==> src/common/sd_consts.svh <==
`ifndef SD_CONSTS_SVH
`define SD_CONSTS_SVH

// ----------------------------------------
// FIFO sizing
// ----------------------------------------

// Payload bits carried by each item
`define FIFO_WIDTH 8

// Number of memory entries
// Must stay a power of 2 so the pointer wrap bit works
`define FIFO_DEPTH 16

// Address bits, log2 of FIFO_DEPTH
// Pointers carry one extra bit on top of this
`define FIFO_ASZ 4

// ----------------------------------------
// Keep FIFO_ASZ in step with FIFO_DEPTH
// 8 -> 3, 16 -> 4, 32 -> 5
// ----------------------------------------

`endif

==> src/common/sd_pkg.sv <==
`include "sd_consts.svh"

package sd_pkg;

  // ----------------------------------------
  // Data item
  // ----------------------------------------

  // One FIFO entry, tag in the upper bits
  // Tag is the sequence label set by the client
  typedef struct packed {
    logic [3:0]             tag;
    logic [`FIFO_WIDTH-1:0] payload;
  } sd_item_t;

  // ----------------------------------------
  // Pointers and counts
  // ----------------------------------------

  // Read/write pointer with wrap bit on top
  // Equal pointers mean empty, wrap bit differing means full
  typedef logic [`FIFO_ASZ:0] sd_ptr_t;

  // Memory address, pointer without the wrap bit
  typedef logic [`FIFO_ASZ-1:0] sd_addr_t;

  // Occupancy, 0 up to FIFO_DEPTH inclusive
  typedef logic [`FIFO_ASZ:0] sd_usage_t;

endpackage

==> src/sd_fifo/behave2p_mem.sv <==
`timescale 1ns/1ps

`include "sd_consts.svh"

module behave2p_mem import sd_pkg::*;
(
  input  logic     c_clk,
  input  logic     wr_en,
  input  sd_addr_t wr_addr,
  input  sd_item_t d_in,
  input  logic     rd_en,
  input  sd_addr_t rd_addr,
  output sd_item_t d_out
);

  // Flop storage, one item per slot
  sd_item_t mem [`FIFO_DEPTH];

  // ----------------------------------------
  // Write port
  // ----------------------------------------
  always_ff @(posedge c_clk)
  begin
    if (wr_en)
      mem[wr_addr] <= d_in;
  end

  // ----------------------------------------
  // Read port
  // ----------------------------------------

  // Registered read, data valid the edge after rd_en
  // d_out holds its value while rd_en stays low
  always_ff @(posedge c_clk)
  begin
    if (rd_en)
      d_out <= mem[rd_addr];
  end

endmodule

==> src/sd_fifo/sd_fifo_head_s.sv <==
`timescale 1ns/1ps

`include "sd_consts.svh"

module sd_fifo_head_s import sd_pkg::*;
(
  input  logic      c_clk,
  input  logic      rst_n,

  // Client write side
  input  logic      c_srdy,
  output logic      c_drdy,

  // Committed read pointer from the tail
  input  sd_ptr_t   rdptr_tail,

  // Write pointer, seen by the tail for empty
  output sd_ptr_t   wrptr_head,

  // Memory write port
  output logic      wr_en,
  output sd_addr_t  wr_addr,

  output sd_usage_t c_usage
);

  // Items stored and not yet delivered
  sd_usage_t usage;

  // ----------------------------------------
  // Occupancy
  // ----------------------------------------

  // Pointer difference, modulo 2*depth
  // Wrap bit keeps 0 and FIFO_DEPTH apart
  assign usage = wrptr_head - rdptr_tail;

  // Room while below depth
  // Only registered pointers feed this, no path from c_srdy
  assign c_drdy = (usage < sd_usage_t'(`FIFO_DEPTH));

  assign c_usage = usage;

  // ----------------------------------------
  // Memory write
  // ----------------------------------------

  // One write per accepted item
  assign wr_en = c_srdy & c_drdy;

  // Low pointer bits select the slot
  assign wr_addr = wrptr_head[`FIFO_ASZ-1:0];

  // ----------------------------------------
  // Write pointer
  // ----------------------------------------

  // Advances on each c handshake
  // Natural wrap past 2*depth
  always_ff @(posedge c_clk or negedge rst_n)
  begin
    if (!rst_n)
    begin
      wrptr_head <= '0;
    end
    else if (wr_en)
    begin
      wrptr_head <= wrptr_head + sd_ptr_t'(1);
    end
  end

endmodule

==> src/sd_fifo/sd_fifo_tail_s.sv <==
`timescale 1ns/1ps

`include "sd_consts.svh"

module sd_fifo_tail_s import sd_pkg::*;
(
  input  logic     c_clk,
  input  logic     rst_n,

  // Write pointer from the head
  input  sd_ptr_t  wrptr_head,

  // Committed read pointer, frees slots in the head
  output sd_ptr_t  rdptr_tail,

  // Memory read port
  output logic     rd_en,
  output sd_addr_t rd_addr,
  input  sd_item_t mem_data,

  // Client read side
  output logic     p_srdy,
  input  logic     p_drdy,
  output sd_item_t p_data
);

  // Next entry to fetch from memory
  sd_ptr_t pfptr;

  // Memory read register holds a fetched item
  logic rd_pend;

  // Output register empty or emptying this cycle
  logic out_free;

  // Item leaves at the p port
  logic p_xfer;

  // Memory read data moves into the output register
  logic load_out;

  // ----------------------------------------
  // Handshake decode
  // ----------------------------------------
  assign p_xfer   = p_srdy & p_drdy;
  assign out_free = ~p_srdy | p_drdy;

  // Pending item moves up once there is room
  assign load_out = rd_pend & out_free;

  // ----------------------------------------
  // Prefetch
  // ----------------------------------------

  // Fetch while unread entries exist and the output can take more
  // pfptr equal to wrptr_head means nothing left to fetch
  assign rd_en   = (pfptr != wrptr_head) & out_free;
  assign rd_addr = pfptr[`FIFO_ASZ-1:0];

  // ----------------------------------------
  // Control state
  // ----------------------------------------
  always_ff @(posedge c_clk or negedge rst_n)
  begin
    if (!rst_n)
    begin
      pfptr      <= '0;
      rdptr_tail <= '0;
      rd_pend    <= 1'b0;
      p_srdy     <= 1'b0;
    end
    else
    begin
      // Prefetch pointer runs ahead on each read
      if (rd_en)
        pfptr <= pfptr + sd_ptr_t'(1);

      // Slot released only when the item is taken
      if (p_xfer)
        rdptr_tail <= rdptr_tail + sd_ptr_t'(1);

      // New read lands, or old one stays stuck behind a full output
      rd_pend <= rd_en | (rd_pend & ~out_free);

      // Output valid follows loads and transfers
      if (load_out)
        p_srdy <= 1'b1;
      else if (p_xfer)
        p_srdy <= 1'b0;
    end
  end

  // ----------------------------------------
  // Output register
  // ----------------------------------------

  // Frozen while p_srdy high and p_drdy low
  always_ff @(posedge c_clk)
  begin
    if (load_out)
      p_data <= mem_data;
  end

endmodule

==> src/sd_fifo_s.sv <==
`timescale 1ns/1ps

`include "sd_consts.svh"

module sd_fifo_s import sd_pkg::*;
(
  input  logic      c_clk,
  input  logic      rst_n,

  // Write side, items enter here
  input  logic      c_srdy,
  output logic      c_drdy,
  input  sd_item_t  c_data,
  output sd_usage_t c_usage,

  // Read side, items leave here
  output logic      p_srdy,
  input  logic      p_drdy,
  output sd_item_t  p_data
);

  // ----------------------------------------
  // Internal nets
  // ----------------------------------------

  // Pointers exchanged between head and tail
  sd_ptr_t  wrptr_head;
  sd_ptr_t  rdptr_tail;

  // Memory ports
  logic     wr_en;
  sd_addr_t wr_addr;
  logic     rd_en;
  sd_addr_t rd_addr;
  sd_item_t mem_data;

  // Write pointer, fullness and usage
  sd_fifo_head_s head (
    .c_clk      (c_clk),
    .rst_n      (rst_n),
    .c_srdy     (c_srdy),
    .c_drdy     (c_drdy),
    .rdptr_tail (rdptr_tail),
    .wrptr_head (wrptr_head),
    .wr_en      (wr_en),
    .wr_addr    (wr_addr),
    .c_usage    (c_usage)
  );

  // Item storage
  behave2p_mem mem2p (
    .c_clk   (c_clk),
    .wr_en   (wr_en),
    .wr_addr (wr_addr),
    .d_in    (c_data),
    .rd_en   (rd_en),
    .rd_addr (rd_addr),
    .d_out   (mem_data)
  );

  // Prefetch, output register and read pointer
  sd_fifo_tail_s tail (
    .c_clk      (c_clk),
    .rst_n      (rst_n),
    .wrptr_head (wrptr_head),
    .rdptr_tail (rdptr_tail),
    .rd_en      (rd_en),
    .rd_addr    (rd_addr),
    .mem_data   (mem_data),
    .p_srdy     (p_srdy),
    .p_drdy     (p_drdy),
    .p_data     (p_data)
  );

endmodule

==> config.mk <==
export PLATFORM = sky130hd
export DESIGN_NAME = sd_fifo_s
export DESIGN_NICKNAME = d
export VERILOG_FILES = /design/src/common/sd_pkg.sv /design/src/sd_fifo/behave2p_mem.sv /design/src/sd_fifo/sd_fifo_head_s.sv /design/src/sd_fifo/sd_fifo_tail_s.sv /design/src/sd_fifo_s.sv
export VERILOG_INCLUDE_DIRS = /design/src /design/src/common
export SDC_FILE = /design/constraint.sdc
export NUM_CORES = 1
export LEC_CHECK = 0
export BUFFER_PORTS_ARGS = -buffer_cell sky130_fd_sc_hd__buf_2
export CORE_MARGIN = 5
export CORE_UTILIZATION = 30
export DETAILED_ROUTE_END_ITERATION = 8
export PLACE_DENSITY_LB_ADDON = 0.05
export SYNTH_ARGS = -nofsm -noshare
export SYNTH_HDL_FRONTEND = slang
export SYNTH_SLANG_ARGS = --single-unit
==> constraint.sdc <==
create_clock -name c_clk -period 4.57 [get_ports c_clk]
set_clock_uncertainty 0.05 [all_clocks]
set_input_delay 0.457 -clock c_clk [delete_from_list [all_inputs] [get_ports c_clk]]
set_output_delay 0.457 -clock c_clk [all_outputs]
set_load 0.02 [all_outputs]
Word level (Yosys, flattened, before mapping):

Memories as Yosys holds them, arrays and structs flattened. A register that Yosys moved wholly into a read port is not among the register bits.
Cells that the tools add are included.

* add/subtract/negate cells: 4
* eq/ne operators: 1
* reductions and logical operators: 1
* multiplexer cells: 4
* $lt $le $gt $ge: 1
* bitwise gates (word level): 9

Operators with widths (count)
* $add A5 B1 Y5 const B: 3
* $and A1 B1 Y1: 5
* $lt A5 B5 Y1 const B: 1
* $ne A5 B5 Y1: 1
* $sub A5 B5 Y5: 1
* $mux W1: 4
* $not A1 Y1: 2
* $or A1 B1 Y1: 2
* $reduce_bool A2 Y1: 1

* bits of input ports: 16
* bits in writable memories: 192
* flip-flop bits (word level): 29
* logic and storage cells: 28
* output and inout bits: 19
* memories: 1

Memory list
* mem2p.mem: words 16, width 12, rd ports 1, clocked after Yosys merged registers in 1, wr ports 1, line behave2p_mem.sv:17 `` sd_item_t mem [`FIFO_DEPTH]; ``

Longest topological paths before layout:

* depth after elaboration: 5
* gate-level depth with buffers: 10
* depth with buffers taken out: 9

Hierarchy:

Synthesis repeated with hierarchy kept, for this count alone.

* cells, all modules: 443
* area total of the unflattened synthesis: 9221.3 µm²

By module, submodules not included
* behave2p_mem: area an instance 7719.9 µm², times used 1, cells an instance 329, sequential area each 6125.9 µm²
* sd_fifo_tail_s: area an instance 1049.8 µm², times used 1, cells an instance 68, sequential area each 660.6 µm²
* sd_fifo_head_s: area an instance 451.7 µm², times used 1, cells an instance 46, sequential area each 125.1 µm²

Worst setup path before layout:

No wires, ideal clock.

* kind: flip-flop to flip-flop
* from: register head.wrptr_head[0]
* to: memory mem2p.mem[0][0] (netlist bit) (enable)
* buffers on the path: 0
* library setup time: 0.412 ns
* data arrival time: 3.106 ns
* path slack: 1.002 ns
* data required time: 4.108 ns
* stages on the path, launching flop included: 10
* period minus slack after synthesis: 3.568 ns
* path through: dfrtp_1 inv_1 ha_1 inv_1 fa_1 nand3_1 a21oi_1 nor2_1 inv_2 nor4_1

* word-level cells in the longest chain between the ends: 5

Ends and longest elaborated chain
* start: declaration: line sd_fifo_head_s.sv:18 `output sd_ptr_t wrptr_head,`
* start signal: assignment: line sd_fifo_head_s.sv:68 `wrptr_head <= wrptr_head + sd_ptr_t'(1);`
* $sub A5 B5 Y5: line sd_fifo_head_s.sv:36 `assign usage = wrptr_head - rdptr_tail;`
* $lt A5 B5 Y1: line sd_fifo_head_s.sv:40 `` assign c_drdy = (usage < sd_usage_t'(`FIFO_DEPTH)); ``
* via c_drdy: line sd_fifo_s.sv:12 `output logic c_drdy,`
* $and A1 B1 Y1: line sd_fifo_head_s.sv:49 `assign wr_en = c_srdy & c_drdy;`
* $mux W1: line behave2p_mem.sv:24 `if (wr_en)`
* $mux W1 (implied by the code): line behave2p_mem.sv:25 `mem[wr_addr] <= d_in;`
* end: declaration: line behave2p_mem.sv:17

The timed path passes the listed nets, and every way through them passes these cells.

Final worst setup path:

* from: register head.wrptr_head[0]
* to: output c_usage[4]

* word-level cells in the longest chain between the ends: 1

Ends and longest elaborated chain
* $sub A5 B5 Y5: line sd_fifo_head_s.sv:36
* end: declaration: line sd_fifo_s.sv:14 `output sd_usage_t c_usage,`

Every way passes these cells.

==> flow_summary_export.csv <==
group,metric,value,unit
power_and_ir_drop,seq_power_share,0.410,
global_routing,antenna_found_initial,0,
floorplanning,start_util,0.3023,
power_and_ir_drop,p_total,7.277,mW
yosys,async_flop_share,0.07296,
floorplanning,dieArea,34270,um^2
worst_hold_path,hold_path_class,"in2reg",
routing,drt-pass1-iter-count,4,
floorplanning,rows,64,
critical_path,ff2ff_path_depth,9,
placed_design,dp_cells,839,
finish,nets,501,
power_and_ir_drop,internal_power,4.913,mW
critical_path,critical_path.slowest_cell,"dfrtp_1",
worst_hold_path,hold-path-cell-count,3,
critical_path,cp-start-kind,"register",
outcome,status,"complete, no violations",
critical_path,critPathMostFrequentCell,"inv_1",
critical_path,crit_fanout,17,
yosys,yosys.area_share.simple,0.02407,
timing,relSlewSlack,0.2468,
clock_network,cts_buffers,27,
yosys,synth.distinct_cells,34,
global_routing,track_usage,0.1316,
finish,drive_above_1_share,0.3057,
critical_path,path_depth,9,
yosys,synth_cells,412,
critical_path,crit_arrival,2.78,ns
yosys,yosysTopAreaCell,"edfxtp_1",
timing,rsz0062_at_grt,"false",
floorplanning,ios,35,
yosys,synth.cells.most_frequent,"216 x edfxtp_1, 32 x mux4_2, 28 x mux4_1",
yosys,synth_fa_ha_area_frac,0.01578,
yosys,syn_area,9200,um^2
power_and_ir_drop,p_per_area,671.5,nW/um^2
yosys,ys_seq_elements,233,
floorplanning,die_x,185.1,um
power_and_ir_drop,vdd.ir_drop.worst,0.0002953,V
power_and_ir_drop,p_switching,2.364,mW
timing,min_period,3.283,ns
finish,fillers,2816,
critical_path,path_cells,"inv_1, ha_1, inv_1, fa_1, nand3_1, and3_1, nor2_1, inv_2, buf_2",
yosys,syn_area_per_cell,22.33,um^2
placed_design,place_area,9956,um^2
clock_network,ctsHtreeMaxLevel,1,
critical_path,path_class,"reg2out",
yosys,synth_top_family_by_area,"multiplexers",
finish,area_delta_synth_final,17.79,%
global_routing,grt_pass1_wl,32300,um
timing,setup_violations,0,
timing,slew_viol_final,0,
yosys,synthXorXnorAreaFrac,0.01904,
global_routing,grt_max_degree,41,
clock_network,tritoncts,"yes",
timing,worstMarginPinSlew,1.124,ns
clock_network,insertion_delay,0.52,ns
run,max_cap_viol_count,0,
clock_network,clock_sinks,233,
clock_network,post_cts_buffers,0,
global_routing,grt_pass1_vias,4543,
yosys,synth-main-ff-cell,"edfxtp_1",
timing,setup_tns,0,ns
clock_network,post_cts_resize_count,0,
finish,stdcell_area,10840,um^2
global_routing,grt_overflow,0,
yosys,ys_seq_area_frac,0.7513,
power_and_ir_drop,switching_share,0.3248,
finish,antenna_cells,0,
routing,routed_wl,22190,um
yosys,synth.area.top_cells,"edfxtp_1 71%, mux4_1 8.0%, mux4_2 7.8%, dfrtp_1 4.6%, ha_1 1.4%",
yosys,synth_compound_area_frac,0.007344,
floorplanning,core,30430,um^2
placed_design,gp_congestion,0.7066,
clock_network,clk_path_buf_depth,3,
yosys,synthMuxAreaShare,0.1632,
critical_path,critical_path.top_delay_family,"buffers and inverters",
floorplanning,die_y,185.1,um
clock_network,clock-root-buffer,"clkbuf_16",
critical_path,path_buf_inv,4,
timing,final-hold-violation-count,0,
power_and_ir_drop,pwr-share-clk,0.285,
routing,avgViaCountPerCell,4.773,
critical_path,crit_path_end_kind,"output port",
routing,drt_iter0_markers,211,
yosys,yosysWarnings,0,
timing,period_share,0.7184,
critical_path,slowest_delay,0.43,ns
critical_path,required,4.06,ns
power_and_ir_drop,leakagePower,3.625,nW
placed_design,hpwl,14370,um
routing,drtAntennaViolNets,0,
placed_design,port_buffers,34,
timing,fmax,304.6,MHz
clock_network,clk_pin_slew,0.06,ns
routing,vias,4248,
routing,drc,0,
power_and_ir_drop,pwr-share-comb,0.305,
yosys,yosysMostFrequentCell,"edfxtp_1",
yosys,syn_nets,439,
finish,final_cell_count_no_fill,890,
yosys,synth_top_area_frac,0.7050,
yosys,synth_edf_count,216,
routing,wl_per_cell,24.93,um
[final cells by class]
cell class | instances | area [um^2] | share of cell area
flip-flops and latches | 233 | 6914 | 0.6380
multi-input cells | 149 | 2202 | 0.2032
clock buffers | 28 | 679.4 | 0.06270
well taps | 396 | 495.5 | 0.04572
repair buffers | 52 | 324.1 | 0.02990
clock inverters | 21 | 180.2 | 0.01663
inverters | 11 | 41.29 | 0.003810
[per-layer routing]
layer | up-vias | global-route usage | routed length, um
li1 | 1845 | - | -
met1 | 2292 | 0.1923 | 10330
met2 | 82 | 0.2076 | 10380
met3 | 29 | 0.02219 | 1040
met4 | 0 | 0.03083 | 438
met5 | - | 0 | 0
[through the flow]
stage | setup WS [ns] | util | hold slack [ns]
finish | 1.287 | 0.3561 | 0.2468
global route | 1.106 | 0.3561 | 0.2405
CTS | 1.049 | 0.3558 | 0.2180
detailed placement | 1.155 | 0.3272 | 0.3579
global placement | 1.277 | 0.3272 | 0.3524
floorplan | 1.002 | - | 0.1114
[power by group through the flow]
stage	Clock (mW)	Sequential (mW)	Combinational (mW)
floorplan	0	2.93	1.57
global placement	0	3.03	2.30
detailed placement	0	3.03	2.29
CTS	2.14	3.00	2.30
global route	2.24	3.02	2.41
finish	2.07	2.98	2.22
[cell families (layout without fill, tap and decap cells)]
| logic type | Yosys count | after routing |
|---|---|---|
| flip-flops | 233 | 233 |
| multiplexers | 64 | 64 |
| AND/OR/NAND/NOR | 44 | 44 |
| buffers and inverters | 30 | 112 |
| XOR/XNOR | 20 | 20 |
| adder cells (fa/ha/maj) | 11 | 11 |
| AO/OA/AOI/OAI | 10 | 10 |
[sequential cells by signal (all words and copies together) (netlist names), named ones only]
register and flops:
tail.p_srdy 1, tail.rdptr_tail 5, tail.pfptr 5, mem2p.mem 192, head.wrptr_head 5, mem2p.d_out 12
tail.p_data 12
[worst reg2reg max path, cell delays in order, from the launching register on]
cell and delay, ns:
dfrtp_1 0.43, inv_1 0.17, ha_1 0.18, inv_1 0.06
fa_1 0.40, nand3_1 0.12, a21oi_1 0.12, nor2_1 0.18
inv_2 0.20, nor3_2 0.96
[final timing paths]
check,startpoint,end,slack (ns)
setup / recovery,head.wrptr_head[0]$_DFFE_PN0P_,c_usage[4],1.29
hold / removal,p_drdy,tail.rdptr_tail[2]$_DFFE_PN0P_,0.25
setup reg to reg,head.wrptr_head[0]$_DFFE_PN0P_,mem2p.mem[5][3]$_DFFE_PP_,1.31
hold reg to reg,mem2p.d_out[7]$_DFFE_PP_,tail.p_data[7]$_DFFE_PP_,0.37
max in group asynchronous,rst_n,tail.pfptr[1]$_DFFE_PN0P_,3.78
min in group asynchronous,rst_n,tail.p_srdy$_DFFE_PN0P_,0.36
[cells in the final DEF, fill, tap and decap left out, types with 12 or more instances in the layout]
| cell | netlist | final |
|---|---|---|
| buf_2 | 5 | 34 |
| dfrtp_1 | 17 | 15 |
| nor3_2 | 0 | 12 |
| buf_4 | 0 | 15 |
| edfxtp_1 | 216 | 216 |
| mux4_1 | 28 | 28 |
| mux4_2 | 32 | 32 |
| clkbuf_16 | 0 | 27 |
| xor2_1 | 12 | 12 |
[what timing repair did]
item                                   4_1_cts  5_1_grt
endpoints found under the hold margin       17        0
setup endpoints to repair                    0        0
hold buffers                                 1        0
(Power assumes the default switching activity.)
